$ cat src/design/regex_mesh_pkg.sv
`default_nettype none

package regex_mesh_pkg;

    // input character
    typedef logic [7:0] char_t;

    // instruction address
    typedef logic [7:0] pc_t;

    // instruction word: opcode in [15:14], char or target in [7:0]
    typedef logic [15:0] instr_t;

    typedef enum logic [1:0] {
        MATCH  = 2'd0,
        JMP    = 2'd1,
        SPLIT  = 2'd2,
        ACCEPT = 2'd3
    } opcode_e;

    // token carried on every ring channel
    typedef struct packed {
        pc_t  pc;
        logic parity;
    } pc_token_t;

    typedef enum logic [2:0] {
        IDLE,
        FETCH,
        EXEC,
        EMIT,
        EMIT_SPLIT
    } engine_state_e;

    function automatic opcode_e instr_opcode(input instr_t instr);
        return opcode_e'(instr[15:14]);
    endfunction

    // character for MATCH, target for JMP and SPLIT
    function automatic pc_t instr_operand(input instr_t instr);
        return instr[7:0];
    endfunction

endpackage

`default_nettype wire

$ cat src/design/engine_node.sv
`timescale 1ns/1ns
`default_nettype none

module engine_node #(
    parameter int FIFO_DEPTH = 4
) (
    input  logic                      clk,
    input  logic                      rst_n,
    input  regex_mesh_pkg::char_t     cur_char,
    input  logic                      cur_parity,
    input  logic                      enable,
    input  regex_mesh_pkg::pc_token_t x_in_data,
    input  logic                      x_in_valid,
    output logic                      x_in_ready,
    input  regex_mesh_pkg::pc_token_t y_in_data,
    input  logic                      y_in_valid,
    output logic                      y_in_ready,
    output regex_mesh_pkg::pc_token_t x_out_data,
    output logic                      x_out_valid,
    input  logic                      x_out_ready,
    output regex_mesh_pkg::pc_token_t y_out_data,
    output logic                      y_out_valid,
    input  logic                      y_out_ready,
    output logic                      fetch_valid,
    output regex_mesh_pkg::pc_t       fetch_pc,
    input  logic                      fetch_ready,
    input  regex_mesh_pkg::instr_t    fetch_data,
    output logic                      accept,
    output logic                      running,
    output logic                      full
);
    import regex_mesh_pkg::*;

    localparam int CNT_W = $clog2(FIFO_DEPTH + 1);

    engine_state_e    state;
    pc_token_t        cur_tok;
    pc_token_t        out_tok;
    pc_token_t        split_tok;
    logic             out_south;
    instr_t           instr_q;
    opcode_e          opcode;
    pc_t              operand;
    pc_t              next_pc;
    logic             push;
    logic             pop;
    logic             empty;
    pc_token_t        push_data;
    pc_token_t        pop_data;
    logic [1:0]       push_par;
    logic [1:0]       pop_par;
    logic [CNT_W-1:0] par_cnt [2];
    logic             item_live;

    // one input per cycle, north side first
    assign y_in_ready = !full;
    assign x_in_ready = !full && !y_in_valid;
    assign push       = (y_in_valid || x_in_valid) && !full;
    assign push_data  = y_in_valid ? y_in_data : x_in_data;
    assign pop        = (state == IDLE) && enable && !empty;

    pc_fifo #(
        .DEPTH     (FIFO_DEPTH)
    ) fifo_i (
        .clk       (clk),
        .rst_n     (rst_n),
        .push      (push),
        .push_data (push_data),
        .pop       (pop),
        .pop_data  (pop_data),
        .empty     (empty),
        .full      (full)
    );

    assign opcode  = instr_opcode(instr_q);
    assign operand = instr_operand(instr_q);
    assign next_pc = cur_tok.pc + 8'd1;

    always_ff @(posedge clk)
    begin
        if (!rst_n)
        begin
            state <= IDLE;
        end
        else
        begin
            case (state)
                IDLE:
                    if (pop)
                    begin
                        // tokens of the other parity just go round again
                        state <= (pop_data.parity == cur_parity) ? FETCH : EMIT;
                    end
                FETCH:
                    if (fetch_ready)
                    begin
                        state <= EXEC;
                    end
                EXEC:
                    case (opcode)
                        MATCH:   state <= (operand == cur_char) ? EMIT : IDLE;
                        JMP:     state <= EMIT;
                        SPLIT:   state <= EMIT_SPLIT;
                        default: state <= IDLE;
                    endcase
                EMIT:
                    if (out_south ? y_out_ready : x_out_ready)
                    begin
                        state <= IDLE;
                    end
                EMIT_SPLIT:
                    if (x_out_ready)
                    begin
                        state <= EMIT;
                    end
                default:
                    state <= IDLE;
            endcase
        end
    end

    always_ff @(posedge clk)
    begin
        if (pop)
        begin
            cur_tok   <= pop_data;
            out_tok   <= pop_data;
            out_south <= 1'b0;
        end
        if (state == FETCH && fetch_ready)
        begin
            instr_q <= fetch_data;
        end
        if (state == EXEC)
        begin
            case (opcode)
                MATCH:
                begin
                    out_tok.pc     <= next_pc;
                    out_tok.parity <= ~cur_tok.parity;
                    out_south      <= 1'b0;
                end
                JMP:
                begin
                    out_tok.pc     <= operand;
                    out_tok.parity <= cur_tok.parity;
                    out_south      <= 1'b1;
                end
                SPLIT:
                begin
                    out_tok.pc       <= next_pc;
                    out_tok.parity   <= cur_tok.parity;
                    split_tok.pc     <= operand;
                    split_tok.parity <= cur_tok.parity;
                    out_south        <= 1'b0;
                end
                default:
                begin
                end
            endcase
        end
        // second half of a split heads south
        if (state == EMIT_SPLIT && x_out_ready)
        begin
            out_tok   <= split_tok;
            out_south <= 1'b1;
        end
    end

    // per parity occupancy of the FIFO
    assign push_par = push ? (push_data.parity ? 2'b10 : 2'b01) : 2'b00;
    assign pop_par  = pop ? (pop_data.parity ? 2'b10 : 2'b01) : 2'b00;

    always_ff @(posedge clk)
    begin
        if (!rst_n)
        begin
            par_cnt[0] <= '0;
            par_cnt[1] <= '0;
        end
        else
        begin
            for (int p = 0; p < 2; p++)
            begin
                if (push_par[p] && !pop_par[p])
                begin
                    par_cnt[p] <= par_cnt[p] + 1'b1;
                end
                else if (pop_par[p] && !push_par[p])
                begin
                    par_cnt[p] <= par_cnt[p] - 1'b1;
                end
            end
        end
    end

    assign x_out_data  = out_tok;
    assign y_out_data  = out_tok;
    assign x_out_valid = (state == EMIT && !out_south) || (state == EMIT_SPLIT);
    assign y_out_valid = (state == EMIT) && out_south;
    assign fetch_valid = (state == FETCH);
    assign fetch_pc    = cur_tok.pc;
    assign accept      = (state == EXEC) && (opcode == ACCEPT) && (cur_tok.parity == cur_parity);

    assign item_live = (state == FETCH) || (state == EXEC) ||
                       ((state == EMIT || state == EMIT_SPLIT) && out_tok.parity == cur_parity);
    assign running   = item_live || (par_cnt[cur_parity] != '0);

endmodule

`default_nettype wire

$ cat src/design/pc_fifo.sv
`timescale 1ns/1ns
`default_nettype none

module pc_fifo #(
    parameter int DEPTH = 4
) (
    input  logic                      clk,
    input  logic                      rst_n,
    input  logic                      push,
    input  regex_mesh_pkg::pc_token_t push_data,
    input  logic                      pop,
    output regex_mesh_pkg::pc_token_t pop_data,
    output logic                      empty,
    output logic                      full
);
    import regex_mesh_pkg::*;

    localparam int AW = (DEPTH > 1) ? $clog2(DEPTH) : 1;
    localparam int CW = $clog2(DEPTH + 1);

    pc_token_t     mem [DEPTH];
    logic [AW-1:0] wr_ptr;
    logic [AW-1:0] rd_ptr;
    logic [CW-1:0] count;
    logic          do_push;
    logic          do_pop;

    function automatic logic [AW-1:0] bump(input logic [AW-1:0] p);
        return (p == AW'(DEPTH - 1)) ? '0 : p + 1'b1;
    endfunction

    assign empty    = (count == '0);
    assign full     = (count == CW'(DEPTH));
    assign do_push  = push && !full;
    assign do_pop   = pop && !empty;
    assign pop_data = mem[rd_ptr];

    always_ff @(posedge clk)
    begin
        if (do_push)
        begin
            mem[wr_ptr] <= push_data;
        end
    end

    always_ff @(posedge clk)
    begin
        if (!rst_n)
        begin
            wr_ptr <= '0;
            rd_ptr <= '0;
            count  <= '0;
        end
        else
        begin
            if (do_push)
            begin
                wr_ptr <= bump(wr_ptr);
            end
            if (do_pop)
            begin
                rd_ptr <= bump(rd_ptr);
            end
            if (do_push && !do_pop)
            begin
                count <= count + 1'b1;
            end
            else if (do_pop && !do_push)
            begin
                count <= count - 1'b1;
            end
        end
    end

endmodule

`default_nettype wire

$ cat config.mk
export PLATFORM = sky130hd
export DESIGN_NAME = engine_node
export DESIGN_NICKNAME = d
export VERILOG_FILES = /design/src/design/regex_mesh_pkg.sv /design/src/design/engine_node.sv /design/src/design/pc_fifo.sv
export SDC_FILE = /design/constraint.sdc
export NUM_CORES = 1
export LEC_CHECK = 0
export BUFFER_PORTS_ARGS = -buffer_cell sky130_fd_sc_hd__buf_2
export CAP_MARGIN = 30
export CORE_UTILIZATION = 55
export DETAILED_ROUTE_END_ITERATION = 8
export MAX_ROUTING_LAYER = met4
export PLACE_DENSITY = 0.79
export SLEW_MARGIN = 20
export SYNTH_ARGS = -nofsm -noshare
export SYNTH_HDL_FRONTEND = slang
export SYNTH_SLANG_ARGS = --single-unit
$ cat constraint.sdc
create_clock -name clk -period 4.2 [get_ports clk]
set_clock_uncertainty 0.1 [all_clocks]
set_input_delay 1.26 -clock clk [delete_from_list [all_inputs] [get_ports clk]]
set_output_delay 1.26 -clock clk [all_outputs]
set_load 0.005 [all_outputs]
==> run summary <==
outcome - finished, final reports clean
dpl cells - 511
compound-gate portion of the synthesized area - 0.0929
GRT Overall Usage - 0.215
synthesized area per cell - 12.4 µm²
synthesis-to-layout area growth - 12.3%
P per Cell Area - 620 nW/µm²
CTS sink cnt - 92
WS Path Type - in -> out
Max-Cap Viols - 0
Buffers on Ports - 78
starting DRC count in detailed routing - 140
CTS tree - built
Post-Syn Nets - 426
via count - 3016
Synth Area in XOR/XNOR - 0.0445
GR peak layer - met2
HPWL after DPL - 6070 µm
final setup violating endpoints - 0
final hold violation count - 0
DR DRC count - 0
most common cell after layout, fill and taps aside - buf_2
Final Critical Period - 3.38 ns
Synth area leaders - edfxtp_1, dfxtp_1, mux4_1
Max Slew Vio Count - 0
adder-cell share of the synthesized area - 0.0359
Die W - 92.7 µm
Final WS setup - 0.823 ns
Num CTS Buffers - 9
Clock transition at path regs - 0.09 ns
crit-path max cell delay - 0.22 ns
ANT cells - 0
hold depth - 2
Post-synth EDFFs - 70
DIE AREA - 8600 µm²
most frequent cells in the layout - buf_2, edfxtp_1, nand2_1
crit-path cells - buf_2 > nor4_1 > nand2_1 > o21ai_0 > o211ai_1 > buf_2
FF-to-FF End - par_cnt[0][2]
synthesized netlist cell count - 364
flops & latches, synth - 92
Cell Rows - 32
largest net degree at the start of global routing - 30
grt met3 use - 0.0525
Setup Fix Bufs, Post-CTS - 0
WL/cell - 16.5 µm
main combinational cell family by area after synthesis - simple AND/OR/NAND/NOR gates
worst slew pin tran - 0.708 ns
sequential fraction of the synthesis area - 0.562
top_reg_cell synth - edfxtp_1
DRT Pass-1 Iters - 4
Crit. End Element - output pin
Starting Density - 0.577
Critical Path RT - 2.84 ns
Worst EP arrival - 2.02 ns
first-pass GRT wire length - 13600 µm
GRT overflow - 0
crit path launch type - input pin
GRT met1 Usage - 0.282
Final Util - 0.648
Yosys top cell by area - edfxtp_1
antenna viol nets, final - 0
Netlist cell types - 60
Non-Filler Instances - 527
hold buffer count at cts - 0
post-synthesis mux area share - 0.0959
top-area cell type share of the netlist area - 0.464
Final Net Count - 482
cts repair resizes - 0
Post-Route WL - 8690 µm
WHS Endpoint - x_out_data[0]
setup TNS - 0 ns
vias in the first global route - 2772
Worst-Skew Late Latency - 0.36 ns
most frequent CP cell - buf_2
Simple-Gate Fraction of Synth Area - 0.110
Final GP Congestion - 0.805
Reg2Reg Depth - 7
worst vdd ir - 0.224 mV
reg2reg setup slack - 1.25 ns
H-tree level count - 3
WHS - 0.367 ns
RSZ-0062 raised after global routing - no
Slew headroom - 0.528
HP Class - reg -> reg
final worst path period share - 0.804
root buffer cell - clkbuf_8
asr flop ratio synth - 0
Vias/cell - 5.72
Bufs on Longest Clock Path - 2
Achievable Freq - 0.296 GHz
Post-Syn Area - 4530 µm²
CORE AREA - 7850 µm²
Crit-path slowest cell - nor4_1
antenna violations before repair - 0
layout cell share with drive strength beyond 1 - 0.268
crit-path max FO - 5
Die Y - 92.7 µm
Setup WS pre-CTS - 0.695 ns
hold path start - split_tok[0]
IO Pins - 85
met2 GRT Util - 0.341
Syn. warnings - 0
Lkg Pwr - 1.96 nW
==> power breakdown <==
| group | internal (mW) | switching, mW |
|---|---|---|
| clock network | 0.346 | 0.326 |
| logic | 0.491 | 0.549 |
| registers | 1.24 | 0.201 |
| total | 2.08 | 1.08 |
==> final cells by class <==
class	instances	area, µm²
clock buffers	9	124
clock inverters	7	108
fillers	619	2760
inverters	14	52.6
multi-input cells	223	1720
flip-flops and latches	92	2540
well taps	102	128
repair buffers	80	405
==> registers in the layout (all words and copies together) (netlist names), 3 cells and up, named ones only <==
register	flops
state	3
x_out_data	9
instr_q	10
fetch_pc	8
par_cnt	6
split_tok	9
fifo_i.count	3
fifo_i.mem	36
==> worst max-delay path, delay by kind of cell <==
kind | cells | cell delay, ns
and+or+nand+nor | 2 | 0.31
AOI/OAI and AO/OA | 2 | 0.18
buffers and inverters | 2 | 0.27
==> per-stage QoR <==
step           power (mW)  area (µm²)
2_1_floorplan        2.24        4530
3_3_place_gp         2.44        4850
3_5_place_dp         2.50        4850
4_1_cts              3.17        5080
5_1_grt              3.34        5080
6_report             3.15        5080
==> metal layers <==
metal | up-vias | wire, µm
met5 | - | 0
met2 | 109 | 4300
met1 | 1463 | 3840
met4 | 0 | 50
li1 | 1437 | -
met3 | 7 | 494
==> cells by family after synthesis <==
| logic type | after synthesis |
|---|---|
| muxes | 28 |
| buffers and inverters | 49 |
| DFF | 92 |
| AOI/OAI and AO/OA | 65 |
| adders and majority gates | 12 |
| and+or+nand+nor | 95 |
| xor gates and xnor gates | 23 |
==> synth_stat cells (6+ instances only) <==
master	count
xor2_1	17
mux4_1	8
edfxtp_1	70
xnor2_1	6
dfxtp_1	22
o21ai_0	15
and2_1	6
nor2_1	21
inv_1	12
nand2_1	27
nand3_1	7
clkbuf_1	10
mux2i_1	10
buf_4	17
ha_1	9
mux2_2	9
nand3b_1	7
a21oi_1	20
==> worst max path at each step <==
| stage | from | endpoint | depth (start not counted) |
|---|---|---|---|
| finish | cur_parity | running | 6 |
| detailed placement | y_in_valid | par_cnt[0][2] | 10 |
| global route | cur_parity | running | 6 |
| global placement | y_in_valid | fifo_i.count[2] | 9 |
| CTS | cur_parity | running | 6 |
| floorplan | cur_parity | running | 5 |
No activity file was read; power rests on OpenSTA's default activity.
