$ cat src/design/regex_mesh_pkg.sv
`default_nettype none

package regex_mesh_pkg;

    // input character
    typedef logic [7:0] char_t;

    // instruction address
    typedef logic [7:0] pc_t;

    // instruction word: opcode in [15:14], char or target in [7:0]
    typedef logic [15:0] instr_t;

    typedef enum logic [1:0] {
        MATCH  = 2'd0,
        JMP    = 2'd1,
        SPLIT  = 2'd2,
        ACCEPT = 2'd3
    } opcode_e;

    // token carried on every ring channel
    typedef struct packed {
        pc_t  pc;
        logic parity;
    } pc_token_t;

    typedef enum logic [2:0] {
        IDLE,
        FETCH,
        EXEC,
        EMIT,
        EMIT_SPLIT
    } engine_state_e;

    function automatic opcode_e instr_opcode(input instr_t instr);
        return opcode_e'(instr[15:14]);
    endfunction

    // character for MATCH, target for JMP and SPLIT
    function automatic pc_t instr_operand(input instr_t instr);
        return instr[7:0];
    endfunction

endpackage

`default_nettype wire

$ cat src/design/pc_insert_arbiter.sv
`timescale 1ns/1ns
`default_nettype none

module pc_insert_arbiter (
    input  logic                      clk,
    input  logic                      rst_n,
    input  regex_mesh_pkg::pc_token_t in0_data,
    input  logic                      in0_valid,
    output logic                      in0_ready,
    input  regex_mesh_pkg::pc_token_t in1_data,
    input  logic                      in1_valid,
    output logic                      in1_ready,
    output regex_mesh_pkg::pc_token_t out_data,
    output logic                      out_valid,
    input  logic                      out_ready
);
    logic locked;
    logic lock_sel;
    logic sel;

    // in0 wins unless a stalled grant is still pending
    assign sel       = locked ? lock_sel : !in0_valid;
    assign out_valid = sel ? in1_valid : in0_valid;
    assign out_data  = sel ? in1_data : in0_data;
    assign in0_ready = out_ready && !sel;
    assign in1_ready = out_ready && sel;

    always_ff @(posedge clk)
    begin
        if (!rst_n)
        begin
            locked   <= 1'b0;
            lock_sel <= 1'b0;
        end
        else if (out_valid && !out_ready)
        begin
            locked   <= 1'b1;
            lock_sel <= sel;
        end
        else
        begin
            locked <= 1'b0;
        end
    end

endmodule

`default_nettype wire

$ cat config.mk
export PLATFORM = sky130hd
export DESIGN_NAME = pc_insert_arbiter
export DESIGN_NICKNAME = d
export VERILOG_FILES = /design/src/design/regex_mesh_pkg.sv /design/src/design/pc_insert_arbiter.sv
export SDC_FILE = /design/constraint.sdc
export NUM_CORES = 1
export LEC_CHECK = 0
export CAP_MARGIN = 40
export CORE_AREA = 2 2 39 41
export DETAILED_ROUTE_END_ITERATION = 8
export DIE_AREA = 0 0 41 43
export DONT_BUFFER_PORTS = 1
export SKIP_CTS_REPAIR_TIMING = 1
export SYNTH_ARGS = -nofsm -noshare
export SYNTH_HDL_FRONTEND = slang
export SYNTH_SLANG_ARGS = --single-unit
$ cat constraint.sdc
create_clock -name clk -period 1.4 [get_ports clk]
set_clock_uncertainty 0.2 [all_clocks]
set_input_delay 0 -clock clk [delete_from_list [all_inputs] [get_ports clk]]
set_output_delay 0 -clock clk [all_outputs]
set_load 0.05 [all_outputs]
==> results by group, run 1 <==
Status
  • Status: complete, but fails checks
  • Failing checks: hold timing, setup timing

STA
  • Slew Limit Headroom: 0.824
  • Post-route setup TNS: -0.425 ns
  • Minimum clock period: 1.45 ns
  • Fmax: 690 MHz
  • Worst-Margin Slew: 0.265 ns
  • RSZ-0062 raised after global routing: yes
  • Hold_ws: -0.109 ns
  • Final setup viols: 9
  • Final Hold Viols: 2
  • Period utilization: 1.04
  • Final slew viol count: 0
  • Final worst slack: -0.0498 ns

Hold path
  • Hold Path Depth: 2
  • Hold Path Origin: in0_valid
  • WHS Endpoint: locked
  • Min-Delay Path Class: input pin to flop

Setup path
  • Worst reg-to-reg path cell count: 3
  • CP Class: flop to output pin
  • Crit path max fanout: 10
  • CP cell instances: nand2b_4 -> nand2_8 -> mux2_4
  • Startpoint Class: flop
  • Reg2reg setup slack: 0.19 ns
  • CP Capture Type: output pin
  • Max stage delay cell, worst path: mux2_4
  • Buffer and inverter count on the worst path: 0
  • Top delay family on crit path: multiplexers
  • CP peak stage delay: 0.40 ns
  • Worst r2r dst: lock_sel
  • WP data arrival: between 1 and 1.5 ns
  • R2R Path Start: locked
  • Critical Path RT: ~1.2 ns

Final layout
  • Final nets: between 50 and 60
  • Antenna diodes: 0
  • Fill count: about 150
  • Proportion of layout cells with a drive suffix above 1: 0.710
  • Synth-to-Final Area Change: 33.3%
  • Post-route insts no fill: between 40 and 50
  • Commonest non-fill, non-tap cell in the layout: mux2_4
  • Most frequent cells in the layout: 9 x mux2_4, 3 x clkbuf_4, 3 x dlygate4sd3_1

Power and ir drop
  • Overall Power: 413 µW
  • Leak: 0.165 nW
  • VDD IR-drop max: between 0.4 and 0.5 mV
  • Pwr dens: 1100 nW/µm²

Die
  • I/O pin total: 35
  • Initial Util: 0.203
  • Rows: 14
  • DIE WIDTH: a little over 40 µm
  • Total die area: between 1500 and 2000 µm²
  • Core Box Area: around 1400 µm²
  • Die H: approximately 43 µm

Synthesis
  • Syn Nets: 46
  • Yosys reg bits: 2
  • Post-synthesis cell area: between 200 and 300 µm²
  • Post-synth cell types: 12
  • Cell taking the most area after synthesis: mux2_4
  • Area contributors post-synth: mux2_4 48%, dfxtp_1 14%, nand2b_4 9.8%
  • Instance count of the mapped netlist: 23
  • Share of the synthesized area in the top cell type: 0.480
  • Seq/Total Area, Yosys: 0.142
  • Syn avg cell area: 12.2 µm²
  • Synth Warn #: 0

Clock network
  • Clock latency on the worst-skew pair: between 0.2 and 0.25 ns
  • Clock transition at path regs: around 0.030 ns
  • H-tree depth: 1
  • TritonCTS clock tree: yes
  • Num CTS Buffers: 3
  • Clock sink count: 2
  • Clock Path Buffers: 2
  • Root buffer cell: clkbuf_4

Drt
  • Vias per Instance: around 4.8
  • Final wirelength: about 580 µm
  • WL/cell: between 10 and 15 µm
  • Vias post-DR: between 200 and 250
  • ANT nets after route: 0
  • Remaining DRCs: 0
  • First DRT Iteration DRCs: 0
  • Total iterations of the first detailed-routing run: 1

GRT
  • Total gr overflow: 0
  • M1 GR Usage: 0.0605
  • M2 GR Usage: 0.103
  • Largest net degree at the start of global routing: 11
  • Vias in the first global route: about 200
  • Antenna violations before repair: 0
  • First-pass GRT wire length: ~750 µm
  • Met3 GRT Util: 0.0262
  • Top Usage Layer GRT: met2
  • Total GRT Usage: 0.0661

Placement
  • Dpl cells: 40
  • IO Port Bufs: 0
  • Pre-CTS setup slack: between 0.1 and 0.15 ns
  • RD Place Congestion: roughly 0.67
  • Detailed-placement wirelength estimate: approximately 470 µm

Job
  • Max Cap Viol: 0
layer usage:
layer  wire length (µm)  vias up
met5                  0        -
met4                  0        0
met3                101        0
met2                311       22
met1                165       98
li1                   -      106
registers in the layout, summed over array words and instances (netlist names):
signal    count
locked        1
lock_sel      1
cell usage after synthesis:
master and n:
a21oi_1 1, and2_2 1, and3_2 1, dfxtp_1 2, mux2_4 9, nand2_1 1
nand2_8 1, nand2b_4 2, nor2_1 2, nor3b_1 1, nor4b_1 1, o221a_2 1
kinds of logic after synthesis:
kind of cell       after synthesis  share of synthesized area
muxes                            9                      0.480
DFF                              2                      0.142
AOI/OAI and AO/OA                2                     0.0578
and+or+nand+nor                 10                      0.320
through the flow:
step	util	area, µm²	hold WS (ns)
final	0.271	375	-0.109
after global routing	0.271	375	-0.0977
after CTS	0.241	334	-0.350
after detailed placement	0.225	312	-0.117
after global placement	0.225	312	-0.119
after floorplan	-	284	-0.123
worst max path at each step:
stage | from | to | slack, ns | depth (start not counted)
6_report | locked | out_data[5] | -0.05 | 3
5_1_grt | locked | out_data[3] | -0.1 | 3
4_1_cts | locked | out_data[5] | -0.15 | 3
3_5_place_dp | locked | out_data[5] | 0.10 | 3
3_3_place_gp | locked | out_data[5] | 0.13 | 3
2_1_floorplan | locked | out_data[0] | 0.15 | 3
where the power goes:
group	internal [mW]	total [mW]	switching [mW]
logic	0.0737	0.224	0.151
registers	0.0602	0.0636	0.00341
clock network	0.0944	0.125	0.0307
total	0.228	0.413	0.185
final cells by class:
type / instances / area, µm² / area share
Multi-Input combinational cell: 21 / 244 / 0.650
Timing Repair Buffer: 5 / 45.0 / 0.120
Sequential cell: 2 / 43.8 / 0.117
Clock buffer: 3 / 22.5 / 0.0600
Tap cell: 16 / 20.0 / 0.0533
(Power assumes the default switching activity.)
==> run 2, diff against run 1 <==
- MAX_ROUTING_LAYER: default -> met4
==> results by group, run 2 (same netlist as run 1, synthesis figures left out) <==
Status
  • Status: complete, but fails checks
  • Failing checks: hold timing, setup timing

Setup path
  • R2R Path Start: locked
  • Critical Path RT: 1.20 ns (about the same)
  • Worst reg-to-reg path cell count: 3 (unchanged)
  • CP Capture Type: output pin
  • Startpoint Class: flop
  • Worst r2r dst: lock_sel
  • WP data arrival: 1.25 ns (about the same)
  • Reg2reg setup slack: 0.18 ns (about the same)
  • CP Class: flop to output pin
  • Crit path max fanout: 10 (unchanged)

Final layout
  • Largest registers: lock_sel (1), locked (1)
  • Fill count: 151 (unchanged)
  • Antenna diodes: 0 (unchanged)
  • Final instance area: 375 µm² (unchanged)
  • Post-route insts no fill: 47 (unchanged)
  • Final nets: 56 (unchanged)
  • Proportion of layout cells with a drive suffix above 1: 0.710 (unchanged)
  • Most frequent cells in the layout: 9 x mux2_4, 3 x clkbuf_4, 3 x dlygate4sd3_1
  • Commonest non-fill, non-tap cell in the layout: mux2_4
  • Synth-to-Final Area Change: 33.3% (unchanged)

Clock network
  • Clock Path Buffers: 2 (unchanged)
  • Clock latency on the worst-skew pair: 0.22 ns (about the same)
  • Num CTS Buffers: 3 (unchanged)
  • Clock sink count: 2 (unchanged)
  • H-tree depth: 1 (unchanged)
  • Root buffer cell: clkbuf_4
  • Clock transition at path regs: 0.03 ns (about the same)
  • TritonCTS clock tree: yes

GRT
  • First-pass GRT wire length: 745 µm (unchanged)
  • M1 GR Usage: 0.0573 (-0.00318)
  • Total gr overflow: 0 (unchanged)
  • Met3 GRT Util: 0.0314 (+0.00524)
  • Vias in the first global route: 200 (-0.99%)
  • M2 GR Usage: 0.103 (unchanged)
  • Top Usage Layer GRT: met2
  • Largest net degree at the start of global routing: 11 (unchanged)
  • Antenna violations before repair: 0 (unchanged)
  • Total GRT Usage: 0.0677 (+0.00163)

Drt
  • Remaining DRCs: 0 (unchanged)
  • Total iterations of the first detailed-routing run: 1 (unchanged)
  • ANT nets after route: 0 (unchanged)
  • First DRT Iteration DRCs: 0 (unchanged)
  • Final wirelength: 581 µm (+0.35%)
  • Vias post-DR: 229 (+1.3%)
  • Vias per Instance: 4.87 (+1.3%)
  • WL/cell: 12.4 µm (+0.35%)

Placement
  • IO Port Bufs: 0 (unchanged)
  • Placed instance area: 312 µm² (unchanged)
  • RD Place Congestion: 0.677 (+0.98%)
  • Pre-CTS setup slack: 0.100 ns (unchanged)
  • Dpl cells: 40 (unchanged)
  • Detailed-placement wirelength estimate: 471 µm (unchanged)

Die
  • Initial Util: 0.203 (unchanged)
  • I/O pin total: 35 (unchanged)
  • Rows: 14 (unchanged)
  • Die H: 43 µm (unchanged)
  • Core Box Area: 1380 µm² (unchanged)
  • DIE WIDTH: 41 µm (unchanged)
  • Total die area: 1760 µm² (unchanged)

STA
  • Minimum clock period: 1.45 ns (+0.00127 ns)
  • Worst-Margin Slew: 0.265 ns (unchanged)
  • Final Hold Viols: 2 (unchanged)
  • Final slew viol count: 0 (unchanged)
  • Final setup viols: 9 (unchanged)
  • Final worst slack: -0.0511 ns (-0.00127 ns)
  • Fmax: 689 MHz (about the same)
  • RSZ-0062 raised after global routing: yes
  • Period utilization: 1.04 (about the same)
  • Post-route setup TNS: -0.437 ns (-0.0114 ns)
  • Hold_ws: -0.109 ns (-0.0000450 ns)
  • Slew Limit Headroom: 0.824 (unchanged)

Power and ir drop
  • NetSw: 185 µW (+0.10%)
  • Leak: 0.165 nW (unchanged)
  • Clock share of power: 0.303 (about the same)
  • Internal power: 228 µW (about the same)
  • Pwr dens: 1100 nW/µm² (about the same)
  • VDD IR-drop max: 0.463 mV (+0.12%)
  • Seq pwr share: 0.154 (about the same)
  • Sw frac: 0.448 (about the same)
  • Logic pwr share: 0.543 (about the same)

Hold path
  • Hold Path Origin: in0_valid
  • Hold Path Depth: 2 (unchanged)
  • WHS Endpoint: locked
  • Min-Delay Path Class: input pin to flop

Job
  • Max Cap Viol: 0 (unchanged)
-- run 2: layer usage --
layer,vias to the layer above,share of wire,wire length (µm)
li1,106,-,-
met1,101,0.28,161
met2,22,0.54,315
met3,0,0.18,105
met4,0,0,0
met5,-,0,0
-- run 2: how the worst max path moves through the flow --
| stage | startpoint | end | cells past startpoint |
|---|---|---|---|
| 2_1_floorplan | locked | out_data[0] | 3 |
| 3_3_place_gp | locked | out_data[5] | 3 |
| 3_5_place_dp | locked | out_data[5] | 3 |
| 4_1_cts | locked | out_data[5] | 3 |
| 5_1_grt | locked | out_data[3] | 3 |
| 6_report | locked | out_data[5] | 3 |
-- run 2: worst max-delay path: stages (launching register included) --
cell and delay, ns:
dfxtp_4 0.35, nand2b_4 0.17, nand2_8 0.12, mux2_4 0.40
-- run 2: power by group through the flow --
stage	combinational, mW	sequential, mW	clock (mW)
CTS	0.216	0.0645	0.133
floorplan	0.205	0.0646	0
detailed placement	0.215	0.0652	0
global placement	0.215	0.0649	0
finish	0.224	0.0637	0.125
global route	0.236	0.0640	0.143
-- run 2: through the flow --
step | power [mW] | hold slack [ns] | util
after floorplan | 0.270 | -0.123 | -
after global placement | 0.280 | -0.119 | 0.225
after detailed placement | 0.281 | -0.117 | 0.225
after CTS | 0.413 | -0.350 | 0.241
after global routing | 0.443 | -0.0979 | 0.271
final | 0.413 | -0.109 | 0.271
-- run 2: layout make-up --
cell class,instances,area (µm²),area share
clock buffers,3,22.5,0.0600
multi-input cells,21,244,0.650
flip-flops and latches,2,43.8,0.117
repair buffers,5,45.0,0.120
well taps,16,20.0,0.0533
==> run 3, diff against run 2 <==
- clock period: 1.4 -> 1.7 ns (I/O delays scaled with it)
==> results by group, run 3 (same netlist as run 1, synthesis figures left out) <==
GRT
  • Total GRT Usage: 0.0657 (-0.00198)
  • Total gr overflow: 0 (unchanged)
  • M2 GR Usage: 0.0844 (-0.0187)
  • Top Usage Layer GRT: met2
  • Antenna violations before repair: 0 (unchanged)
  • M1 GR Usage: 0.0671 (+0.00977)
  • Met3 GRT Util: 0.0209 (-0.0105)
  • Largest net degree at the start of global routing: 11 (unchanged)
  • First-pass GRT wire length: 696 µm (-6.6%)
  • Vias in the first global route: 187 (-6.5%)

Job
  • Max Cap Viol: 0 (unchanged)

STA
  • Hold_ws: 0.0236 ns (+0.132 ns)
  • Slew Limit Headroom: 0.835 (+0.0105)
  • Final setup viols: 0 (-9)
  • Period utilization: 0.986
  • Worst-Margin Slew: 0.245 ns (-0.0201 ns)
  • Fmax: ~600 MHz
  • Post-route setup TNS: 0 ns (+0.437 ns)
  • Final slew viol count: 0 (unchanged)
  • Minimum clock period: roughly 1.7 ns
  • Final worst slack: 0.0241 ns (+0.0752 ns)
  • Final Hold Viols: 0 (-2)

Power and ir drop
  • VDD IR-drop max: 0.313 mV (-32%)
  • Overall Power: 349 µW (-16%)
  • Pwr dens: 915 nW/µm² (-17%)
  • Leak: 0.169 nW (+2.6%)

Placement
  • Dpl cells: 40 (unchanged)
  • Pre-CTS setup slack: 0.390 ns (+0.290 ns)
  • Detailed-placement wirelength estimate: 447 µm (-5.2%)
  • RD Place Congestion: 0.539 (-20%)
  • IO Port Bufs: 0 (unchanged)

Final layout
  • Most frequent cells in the layout: 9 x mux2_4, 5 x dlygate4sd3_1, 3 x clkbuf_4
  • Final nets: 57 (+1.8%)
  • Proportion of layout cells with a drive suffix above 1: 0.594 (-0.116)
  • Antenna diodes: 0 (unchanged)
  • Commonest non-fill, non-tap cell in the layout: mux2_4
  • Largest registers: lock_sel (1), locked (1)
  • Post-route insts no fill: 48 (+2.1%)
  • Synth-to-Final Area Change: 35.6%
  • Fill count: 145 (-4.0%)

Setup path
  • R2R Path Start: locked
  • Reg2reg setup slack: 0.02 ns (-0.16 ns)
  • Startpoint Class: flop
  • WP data arrival: 1.58 ns (+0.33 ns)
  • Critical Path RT: 1.61 ns (+0.41 ns)
  • Worst reg-to-reg path cell count: 3 (unchanged)
  • Crit path max fanout: 4 (-6)
  • Worst r2r dst: lock_sel
  • CP Class: flop to flop
  • CP Capture Type: flop

Clock network
  • H-tree depth: 1 (unchanged)
  • Num CTS Buffers: 3 (unchanged)
  • Clock latency on the worst-skew pair: 0.23 ns (about the same)
  • Clock transition at path regs: 0.03 ns (about the same)
  • Root buffer cell: clkbuf_4
  • Clock sink count: 2 (unchanged)
  • Clock Path Buffers: 2 (unchanged)
  • TritonCTS clock tree: yes

Die
  • Die H: 43 µm (unchanged)
  • Initial Util: 0.203 (unchanged)
  • Core Box Area: 1380 µm² (unchanged)
  • Rows: 14 (unchanged)
  • I/O pin total: 35 (unchanged)
  • Total die area: 1760 µm² (unchanged)
  • DIE WIDTH: 41 µm (unchanged)

Drt
  • Vias per Instance: 4.92 (+0.91%)
  • WL/cell: 13.1 µm (+5.8%)
  • First DRT Iteration DRCs: 1 (+1)
  • Remaining DRCs: 0 (unchanged)
  • ANT nets after route: 0 (unchanged)
  • Total iterations of the first detailed-routing run: 2 (+1)
  • Final wirelength: 628 µm (+8.1%)
  • Vias post-DR: 236 (+3.1%)

Hold path
  • WHS Endpoint: out_data[5]
  • Hold Path Depth: 1 (-1)
  • Hold Path Origin: in0_data[5]
  • Min-Delay Path Class: input pin to output pin

Status
  • Status: finished, final reports clean
==> run 3: final cells by class <==
class	count	area (µm²)	share of cell area
Multi-Input combinational cell	21	241	0.633
Tap cell	16	20.0	0.0525
Clock buffer	3	22.5	0.0590
Sequential cell	2	40.0	0.105
Timing Repair Buffer	6	57.6	0.151
==> run 3: metrics by stage <==
step / cell area [µm²] / util
after floorplan: 282 / -
after global placement: 309 / 0.223
after detailed placement: 309 / 0.223
after CTS: 332 / 0.240
after global routing: 382 / 0.276
final: 382 / 0.276
==> run 3: worst max-delay path by stage <==
stage,startpoint,end,slack [ns]
final,locked,lock_sel,0.02
after global routing,locked,lock_sel,-0.0008
after CTS,locked,out_data[1],0.15
after detailed placement,locked,out_data[1],0.39
after global placement,locked,out_data[1],0.42
after floorplan,lock_sel,out_valid,0.29
==> run 3: power by group <==
| part | leakage (nW) | switching, mW | total [mW] | internal, mW |
|---|---|---|---|---|
| combinational | 0.139 | 0.124 | 0.186 | 0.0622 |
| sequential | 0.0165 | 0.00326 | 0.0534 | 0.0501 |
| clock | 0.0138 | 0.0311 | 0.109 | 0.0783 |
==> run 3: routing by layer <==
metal  up-vias  share of wire
met5         -              0
met4         0          0.013
met3         2           0.17
met2        25           0.50
met1       101           0.31
li1        108              -
==> run 3: worst max-delay path: stages (launching register included) <==
cell and delay, ns:
dfxtp_1 0.34, nand2b_4 0.19, o221a_2 0.26, dlygate4sd3_1 0.56
